===== src/spi_pkg.sv =====
`default_nettype none

package spi_pkg;

    ///////////////////////////////
    // Frame geometry
    ///////////////////////////////

    localparam int ADDRESS_WIDTH   = 15;
    localparam int DATA_WIDTH      = 16;
    // Address, read/write flag, data
    localparam int FRAME_WIDTH     = ADDRESS_WIDTH + 1 + DATA_WIDTH;
    localparam int DIVIDER_WIDTH   = 16;
    localparam int BIT_COUNT_WIDTH = $clog2(FRAME_WIDTH + 1);

    ///////////////////////////////
    // Types
    ///////////////////////////////

    typedef enum logic {
        op_write = 1'b0,
        op_read  = 1'b1
    } spi_op_t;

    // Packed order is the order on the wire
    typedef struct packed {
        logic [ADDRESS_WIDTH-1:0] address;
        spi_op_t                  read_write;
        logic [DATA_WIDTH-1:0]    data;
    } spi_request_t;

    typedef struct packed {
        logic clock_phase;
        logic clock_polarity;
    } spi_mode_t;

    // One serial bit is four divider ticks
    typedef enum logic [1:0] {
        quarter_lead_setup,
        quarter_rise,
        quarter_mid,
        quarter_fall
    } spi_quarter_t;

    typedef enum logic [2:0] {
        st_idle,
        st_select,
        st_address,
        st_data,
        st_stop
    } spi_state_t;

    // Single-cycle strobes to the shifter
    typedef struct packed {
        logic load;
        logic preshift;
        logic shift;
        logic sample;
        logic finish;
    } spi_shift_cmd_t;

endpackage

`default_nettype wire


===== src/spi_bit_timer.sv =====
`timescale 1ns/100ps
`default_nettype none

module spi_bit_timer (
    input  wire                               clock,
    input  wire                               reset_n,
    input  wire [spi_pkg::DIVIDER_WIDTH-1:0]  divider,
    input  wire                               run,
    output logic                              tick,
    output spi_pkg::spi_quarter_t             quarter
);
    import spi_pkg::*;

    logic [DIVIDER_WIDTH-1:0] divider_count;

    // Compare with >= so a smaller divider takes effect at once
    assign tick = (divider_count >= divider);

    always_ff @(posedge clock or negedge reset_n) begin
        if (!reset_n) begin
            divider_count <= '0;
        end else if (tick) begin
            divider_count <= '0;
        end else begin
            divider_count <= divider_count + 1'b1;
        end
    end

    ///////////////////////////////
    // Quarter within a serial bit
    ///////////////////////////////

    always_ff @(posedge clock or negedge reset_n) begin
        if (!reset_n) begin
            quarter <= quarter_lead_setup;
        end else if (!run) begin
            quarter <= quarter_lead_setup;
        end else if (tick) begin
            // Wraps from quarter_fall back to quarter_lead_setup
            quarter <= spi_quarter_t'(quarter + 2'd1);
        end
    end

    quarter_steps_on_tick: assert property (
        @(posedge clock) disable iff (!reset_n)
        $changed(quarter) |-> ($past(tick) || !$past(run))
    );

endmodule

`default_nettype wire


===== src/spi_master.sv =====
`timescale 1ns/100ps
`default_nettype none

module spi_master (
    input  wire                               clock,
    input  wire                               reset_n,
    input  wire spi_pkg::spi_request_t        request,
    input  wire spi_pkg::spi_mode_t           mode,
    input  wire [spi_pkg::DIVIDER_WIDTH-1:0]  divider,
    input  wire                               enable,
    input  wire                               master_in_slave_out,
    output wire                               serial_clock,
    output wire                               slave_select,
    output wire                               master_out_slave_in,
    output wire                               busy,
    output wire [spi_pkg::DATA_WIDTH-1:0]     read_data,
    output wire                               read_data_valid
);
    import spi_pkg::*;

    wire                 tick;
    wire                 run;
    wire spi_quarter_t   quarter;
    wire spi_shift_cmd_t cmd;
    wire spi_request_t   frame;

    spi_bit_timer spi_bit_timer_i (
        .clock   (clock),
        .reset_n (reset_n),
        .divider (divider),
        .run     (run),
        .tick    (tick),
        .quarter (quarter)
    );

    spi_sequencer spi_sequencer_i (
        .clock           (clock),
        .reset_n         (reset_n),
        .enable          (enable),
        .request         (request),
        .mode            (mode),
        .tick            (tick),
        .quarter         (quarter),
        .run             (run),
        .cmd             (cmd),
        .frame           (frame),
        .serial_clock    (serial_clock),
        .slave_select    (slave_select),
        .busy            (busy),
        .read_data_valid (read_data_valid)
    );

    spi_shifter spi_shifter_i (
        .clock               (clock),
        .reset_n             (reset_n),
        .cmd                 (cmd),
        .frame               (frame),
        .master_in_slave_out (master_in_slave_out),
        .master_out_slave_in (master_out_slave_in),
        .read_data           (read_data)
    );

endmodule

`default_nettype wire


===== src/spi_sequencer.sv =====
`timescale 1ns/100ps
`default_nettype none

module spi_sequencer (
    input  wire                             clock,
    input  wire                             reset_n,
    input  wire                             enable,
    input  wire spi_pkg::spi_request_t      request,
    input  wire spi_pkg::spi_mode_t         mode,
    input  wire                             tick,
    input  wire spi_pkg::spi_quarter_t      quarter,
    output logic                            run,
    output spi_pkg::spi_shift_cmd_t         cmd,
    output spi_pkg::spi_request_t           frame,
    output logic                            serial_clock,
    output logic                            slave_select,
    output logic                            busy,
    output logic                            read_data_valid
);
    import spi_pkg::*;

    spi_state_t                 state;
    spi_mode_t                  mode_q;
    logic [BIT_COUNT_WIDTH-1:0] bit_count;
    logic                       sclk_level;
    logic                       accept;
    logic                       in_frame;
    logic                       last_bit;

    assign accept   = (state == st_idle) && enable;
    assign in_frame = (state == st_address) || (state == st_data);
    assign run      = in_frame || (state == st_stop);

    // Address field carries the read/write flag as its last bit
    assign last_bit = (state == st_address) ?
                      (bit_count == BIT_COUNT_WIDTH'(ADDRESS_WIDTH)) :
                      (bit_count == BIT_COUNT_WIDTH'(DATA_WIDTH - 1));

    assign serial_clock = sclk_level ^ mode_q.clock_polarity;

    ///////////////////////////////
    // Shifter strobes
    ///////////////////////////////

    always_comb begin
        cmd = '0;
        if (tick) begin
            cmd.load     = (state == st_select);
            cmd.preshift = (state == st_select) && !mode_q.clock_phase;
            if (mode_q.clock_phase) begin
                cmd.shift  = in_frame && (quarter == quarter_rise);
                // Last bit is picked up in the first quarter of st_stop
                cmd.sample = run && (quarter == quarter_lead_setup);
            end else begin
                cmd.shift  = in_frame && (quarter == quarter_fall);
                cmd.sample = in_frame && (quarter == quarter_mid);
            end
            cmd.finish   = (state == st_stop) && (quarter == quarter_rise);
        end
    end

    ///////////////////////////////
    // Transfer FSM
    ///////////////////////////////

    always_ff @(posedge clock or negedge reset_n) begin
        if (!reset_n) begin
            state           <= st_idle;
            mode_q          <= '0;
            bit_count       <= '0;
            sclk_level      <= 1'b0;
            slave_select    <= 1'b1;
            busy            <= 1'b0;
            read_data_valid <= 1'b0;
        end else begin
            read_data_valid <= 1'b0;

            case (state)
                st_idle: begin
                    if (accept) begin
                        mode_q <= mode;
                        busy   <= 1'b1;
                        state  <= st_select;
                    end
                end
                st_select: begin
                    if (tick) begin
                        slave_select <= 1'b0;
                        state        <= st_address;
                    end
                end
                st_address, st_data: begin
                    if (tick && quarter == quarter_rise) begin
                        sclk_level <= 1'b1;
                    end
                    if (tick && quarter == quarter_fall) begin
                        sclk_level <= 1'b0;
                        if (last_bit) begin
                            bit_count <= '0;
                            state     <= (state == st_address) ? st_data : st_stop;
                        end else begin
                            bit_count <= bit_count + 1'b1;
                        end
                    end
                end
                st_stop: begin
                    if (tick && quarter == quarter_rise) begin
                        slave_select    <= 1'b1;
                        read_data_valid <= 1'b1;
                    end
                    if (tick && quarter == quarter_fall) begin
                        busy  <= 1'b0;
                        state <= st_idle;
                    end
                end
                default: begin
                    state <= st_idle;
                end
            endcase
        end
    end

    // Request held for the whole transfer
    always_ff @(posedge clock) begin
        if (accept) begin
            frame <= request;
        end
    end

    select_inside_busy: assert property (
        @(posedge clock) disable iff (!reset_n)
        !slave_select |-> busy
    );

    valid_only_in_stop: assert property (
        @(posedge clock) disable iff (!reset_n)
        read_data_valid |-> (state == st_stop)
    );

endmodule

`default_nettype wire


===== src/spi_shifter.sv =====
`timescale 1ns/100ps
`default_nettype none

module spi_shifter (
    input  wire                             clock,
    input  wire                             reset_n,
    input  wire spi_pkg::spi_shift_cmd_t    cmd,
    input  wire spi_pkg::spi_request_t      frame,
    input  wire                             master_in_slave_out,
    output logic                            master_out_slave_in,
    output logic [spi_pkg::DATA_WIDTH-1:0]  read_data
);
    import spi_pkg::*;

    logic [FRAME_WIDTH-1:0] tx_shift;
    logic [DATA_WIDTH-1:0]  rx_shift;

    ///////////////////////////////
    // Shift registers
    ///////////////////////////////

    always_ff @(posedge clock) begin
        if (cmd.load) begin
            // Phase 0 puts the MSB out at load, so it leaves the register now
            if (cmd.preshift) begin
                tx_shift <= {frame[FRAME_WIDTH-2:0], 1'b0};
            end else begin
                tx_shift <= frame;
            end
        end else if (cmd.shift) begin
            tx_shift <= {tx_shift[FRAME_WIDTH-2:0], 1'b0};
        end

        // Only the last DATA_WIDTH samples are kept
        if (cmd.sample) begin
            rx_shift <= {rx_shift[DATA_WIDTH-2:0], master_in_slave_out};
        end
    end

    ///////////////////////////////
    // Serial output and read data
    ///////////////////////////////

    always_ff @(posedge clock or negedge reset_n) begin
        if (!reset_n) begin
            master_out_slave_in <= 1'b0;
            read_data           <= '0;
        end else begin
            if (cmd.finish) begin
                master_out_slave_in <= 1'b0;
                read_data           <= rx_shift;
            end else if (cmd.load && cmd.preshift) begin
                master_out_slave_in <= frame[FRAME_WIDTH-1];
            end else if (cmd.shift) begin
                master_out_slave_in <= tx_shift[FRAME_WIDTH-1];
            end
        end
    end

    // Sequencer never loads a frame on a sampling quarter
    no_load_during_sample: assert property (
        @(posedge clock) disable iff (!reset_n)
        !(cmd.load && cmd.sample)
    );

endmodule

`default_nettype wire


===== config.mk =====
export PLATFORM = sky130hd
export DESIGN_NAME = spi_master
export DESIGN_NICKNAME = d
export VERILOG_FILES = /design/src/spi_pkg.sv /design/src/spi_bit_timer.sv /design/src/spi_master.sv /design/src/spi_sequencer.sv /design/src/spi_shifter.sv
export SDC_FILE = /design/constraint.sdc
export NUM_CORES = 1
export LEC_CHECK = 0
export BUFFER_PORTS_ARGS = -buffer_cell sky130_fd_sc_hd__buf_2
export CORE_ASPECT_RATIO = 0.75
export CORE_MARGIN = 10
export CORE_UTILIZATION = 35
export CTS_CLUSTER_DIAMETER = 80
export CTS_CLUSTER_SIZE = 28
export DETAILED_ROUTE_END_ITERATION = 8
export MAX_ROUTING_LAYER = met4
export PLACE_DENSITY_LB_ADDON = 0.05
export SYNTH_ARGS = -nofsm -noshare
export SYNTH_HDL_FRONTEND = slang
export SYNTH_SLANG_ARGS = --single-unit

===== constraint.sdc =====
create_clock -name clock -period 5.9 [get_ports clock]
set_clock_uncertainty 0.2 [all_clocks]
set_input_delay 0.295 -clock clock [delete_from_list [all_inputs] [get_ports clock]]
set_output_delay 0.295 -clock clock [all_outputs]
set_load 0.005 [all_outputs]

After elaboration in Yosys (flattened, before gate mapping)
Index checks and enable logic that the tools add are counted.

storage, ports and cells
  register bits = 130
  bits in latches = 0
  RAM bits = 0
  memory bits (read-only) = 0
  input port bits = 54
  output and inout port bits = 21
  word-level logic and storage cells = 92
  memories kept = 0

cells by class
  add/sub/neg operators = 3
  multipliers = 0
  div/mod/pow operators = 0
  magnitude comparators = 1
  equality and inequality tests = 15
  shift operators = 0
  mux-type cells = 28
  bitwise logic cells = 1
  reductions and logical operators = 27

operator list
  cell                                                 count
  2-to-1 mux 32 bit                                    3
  2-to-1 mux 3 bit                                     6
  adder 16 x 1 -> 16 bit, second input constant        1
  >= comparator 16 bit                                 1
  2-to-1 mux 16 bit                                    1
  case mux 3 bit (4 select lines)                      1
  logical AND 1 bit                                    10
  2-to-1 mux 1 bit                                     10
  != test 2 x 1 -> 1 bit, second input constant        5
  nonzero test 2 bit                                   4
  adder 6 x 1 -> 6 bit, second input constant          1
  equality test 3 x 2 -> 1 bit, second input constant  2
  equality test 6 x 4 -> 1 bit, second input constant  1
  2-to-1 mux 2 bit                                     3
  2-to-1 mux 6 bit                                     1
  AND reduction 2 bit                                  3
  AND reduction 3 bit                                  2
  2-to-1 mux 5 bit                                     1
  AND reduction 5 bit                                  1
  equality test 2 bit, second input constant           2
  != test 2 bit, second input constant                 2
  case mux 1 bit (2 select lines)                      2
  equality test 3 x 1 -> 1 bit, second input constant  1
  equality test 3 bit, second input constant           1
  9 further kinds                                      10

Depth between registers and ports, before layout
  depth after elaboration = 9
  mapped depth = 9
  mapped depth without buffers = 8

Hierarchy
A second synthesis with hierarchy kept.

unflattened totals
  cells, all modules = 451
  area total of the unflattened synthesis = 5895.7 um2

modules (own cells, without submodules)
  module         times used  cells an instance  area each (um2)  seq. area each (um2)
  spi_shifter    1           194                2829.0           1866.8
  spi_sequencer  1           115                1810.5           1337.5
  spi_bit_timer  1           142                1256.2           450.4

Least setup slack after synthesis
Ideal clock, no wire load.

  kind = register -> register
  start point = register spi_bit_timer_i.divider_count[15]
  end point = register spi_shifter_i.tx_shift[0], enable pin
  data arrival time = 4.295 ns
  path slack = 0.935 ns
  stages on the path, launching flop included = 8
  buffers on the path = 1
  path through = dfrtp_1 -> ha_1 -> nand4_1 -> or3_1 -> or3_4 -> nand3_2 -> buf_2 -> a21boi_0

between the ends
  longest elaborated chain between the ends = 3

ends and longest elaborated chain
  what                          line                 source
  start, declared               spi_bit_timer.sv:14  logic [DIVIDER_WIDTH-1:0] divider_count;
  start signal, assigned        spi_bit_timer.sv:25  divider_count <= divider_count + 1'b1;
  >= comparator 16 bit          spi_bit_timer.sv:17  assign tick = (divider_count >= divider);
  2-to-1 mux 5 bit              spi_sequencer.sv:47  if (tick) begin
  nonzero test 2 bit (no line)  n/a
  end signal, assigned          spi_shifter.sv:26    tx_shift <= {frame[FRAME_WIDTH-2:0], 1'b0};
  end signal, assigned          spi_shifter.sv:28    tx_shift <= frame;
  end signal, assigned          spi_shifter.sv:31    tx_shift <= {tx_shift[FRAME_WIDTH-2:0], 1'b0};
  end, declared                 spi_shifter.sv:15    logic [FRAME_WIDTH-1:0] tx_shift;

Every way passes these cells.
A chain may end at the register's enable or synchronous reset.

Worst setup path after layout
  start point = register spi_bit_timer_i.divider_count[15]
  end point = register spi_shifter_i.tx_shift[26], enable pin

The elaborated chain is that of the path after synthesis.

==> metrics.txt <==
non-filler cells, final=780; Peak VDD IR=0.172 mV; critical setup path kind=reg -> reg; Die ar.=0.0223 sq mm; largest net degree at the start of global routing=65; Yosys reg bits=between 100 and 150; Slew HR=between 20% and 30%; Gate Count Post-Synth=approximately 440; ys flop type=edfxtp_1; worst min path class=in -> reg; EDFF count, synth=80; status=finished clean; most frequent cells after synthesis=edfxtp_1, nor2_1, dfrtp_1; core box area=0.0162 sq mm; Vias/cell=4.73; nature of the critical path endpoint=flop; GRT Residual Overflow=0; Final ANT Viol Nets=0; Slew Viols, Final=0; Die Wd=169 microns; io pins=75; IO buf count=74; Post-DP Area=0.00640 sq mm; Hold Slack=0.0982 ns; Starting Density=36.0%; pre-CTS setup slack=2.05 ns; min cycle time layout=3.78 ns; fraction of registers with async set or reset after synthesis=38.5%; CP required=about 5.7 ns; synth top area cells=edfxtp_1, dfrtp_1, mux2i_1; CTS root buffer=clkbuf_16; CTS Buffer Depth=2; DRC viols=0; Mapped Area=0.00583 sq mm; area fraction of the dominant cell type after synthesis=41.2%; postcts setup bufs=0; Synth cell types=45; Final Core Density=a little under half; RSZ-0062 raised after global routing=no; Reg2Reg Setup Slack=2.12 ns; Worst path slowest cell=a21boi_4; post-DP HPWL=approximately 7800 microns; Sink Count=between 100 and 150; most frequent cell after synthesis=edfxtp_1; CP cell instances=ha_1, nand4_1, or3_1, or3_4, nand3_2, a21boi_4; Syn Nets=519; CTS H-tree lvls=4; row cnt=40; Num CTS Buffers=17; Setup Viol. Count Final=0; initial DRC count=approximately 180; Syn Area/Cell=13.2 sq um; maxcap violations=0; Die Y=between 100 and 150 microns; nature of the critical path startpoint=flop; area grow syn2layout=27.2%; final critical-path share of the clock period=between 60% and 70%; Fin Setup TNS=0 ns; post-CTS sizing=0; Clk Latency, worst-skew pair=0.42 ns; CP peak stage delay=0.95 ns; total chip power=2.61 mW; routed vias=around 3700; wire per inst=15.4 microns; fmax=between 200 and 300 MHz; first-pass GRT wire length=approximately 20000 microns; DRT Wirelength=between 10000 and 15000 microns; register area share after synthesis=between 60% and 70%; hold buffers post-CTS=36; Power per Cell Area=352 mW/mm^2; Yosys Warn Count=0; vias in the first global route=3837; PnR worst setup slack=roughly 2.1 ns; Clk pin slew, worst setup/hold paths=0.06 ns; nets=633; worst path arrival time=3.61 ns; diode count=0; fin area=roughly 0.0074 sq mm; CTS tree=yes; layout cells sized above 1=about a quarter; Placed Instances=712; Pre-antenna DRT Iters=4; gr usage total=11.4%; Worst Max-Slew Pin Slew=1.06 ns; Crit Path Max Fanout=33; Final Wtd Congestion=0.733; Synth area leader=edfxtp_1; Final Hold Viols=0; Leak=around 3.1 nW; antenna violations before repair=0
==> cell type report <==
class                   count  area [sq um]
multi-input cells         272          2000
flip-flops and latches    130          3660
well taps                 210           263
inverters                  23          86.3
repair buffers            113           753
clock inverters            11           144
fillers                  1478          8760
clock buffers              21           504
==> path summary, 6_finish.rpt <==
check                                             startpoint                    endpoint  cells after the start
min reg2reg                        spi_shifter_i.rx_shift[7]   spi_shifter_i.rx_shift[8]                      0
min in group asynchronous                            reset_n  spi_shifter_i.read_data[8]                      3
max reg2reg                spi_bit_timer_i.divider_count[15]  spi_shifter_i.tx_shift[26]                      6
max                        spi_bit_timer_i.divider_count[15]  spi_shifter_i.tx_shift[26]                      6
min                                                   enable    spi_sequencer_i.state[0]                      3
max in group asynchronous                            reset_n   spi_sequencer_i.mode_q[1]                      3
==> worst max-delay path: cells and delay by family (launching register included) <==
kind / cells / cell delay (ns)
fa+ha+maj: 1 / 0.34
simple gates: 4 / 1.50
flops: 1 / 0.39
compound gates: 1 / 0.95
==> sequential cells by signal, summed over array words and instances, names as in the netlist, 2 cells and up <==
register,cells
spi_sequencer_i.frame,32
spi_shifter_i.tx_shift,32
spi_bit_timer_i.divider_count,16
spi_shifter_i.read_data,16
spi_shifter_i.rx_shift,16
spi_sequencer_i.bit_count,6
spi_sequencer_i.state,3
spi_bit_timer_i.quarter,2
spi_sequencer_i.mode_q,2
==> logic make-up (layout without fill, tap and decap cells) <==
logic type	Yosys count	after routing	share of synthesized area (%)
adder cells (fa/ha/maj)	22	22	4.73
flip-flops	130	130	62.7
multiplexers	56	56	10.6
AO/OA/AOI/OAI	63	63	7.30
AND/OR/NAND/NOR	116	116	9.24
XOR/XNOR	15	15	2.26
buffers and inverters	41	168	3.11
==> metal layers <==
metal / vias up / global-route usage (%) / part of all wire [%]
met5: - / - / 0
met1: 1783 / 15.8 / 53
met4: 0 / 3.88 / 1.4
met2: 66 / 14.9 / 41
li1: 1829 / - / -
met3: 15 / 4.02 / 4.4
==> cells in the final DEF, fill, tap and decap left out, types with 3 or more instances in the layout <==
master and n:
a21o_1 3, a21oi_1 37, and3_1 8, buf_2 74, buf_4 3, bufinv_16 3, clkbuf_16 20, clkinv_2 3
dfrtp_1 48, dlygate4sd3_1 36, edfxtp_1 80, ha_1 22, inv_1 23, mux2_2 15, mux2_4 8, mux2i_1 33
nand2_1 17, nand2b_1 3, nand3_1 11, nand4_1 7, nor2_1 56, o21ai_0 4, or3_1 3, xnor2_1 4
xor2_1 11
==> report_power, final <==
| part | switching, mW | internal, mW |
|---|---|---|
| Clock | 0.401 | 0.740 |
| Sequential | 0.0651 | 1.05 |
| Combinational | 0.186 | 0.167 |
(Power assumes the default switching activity.)
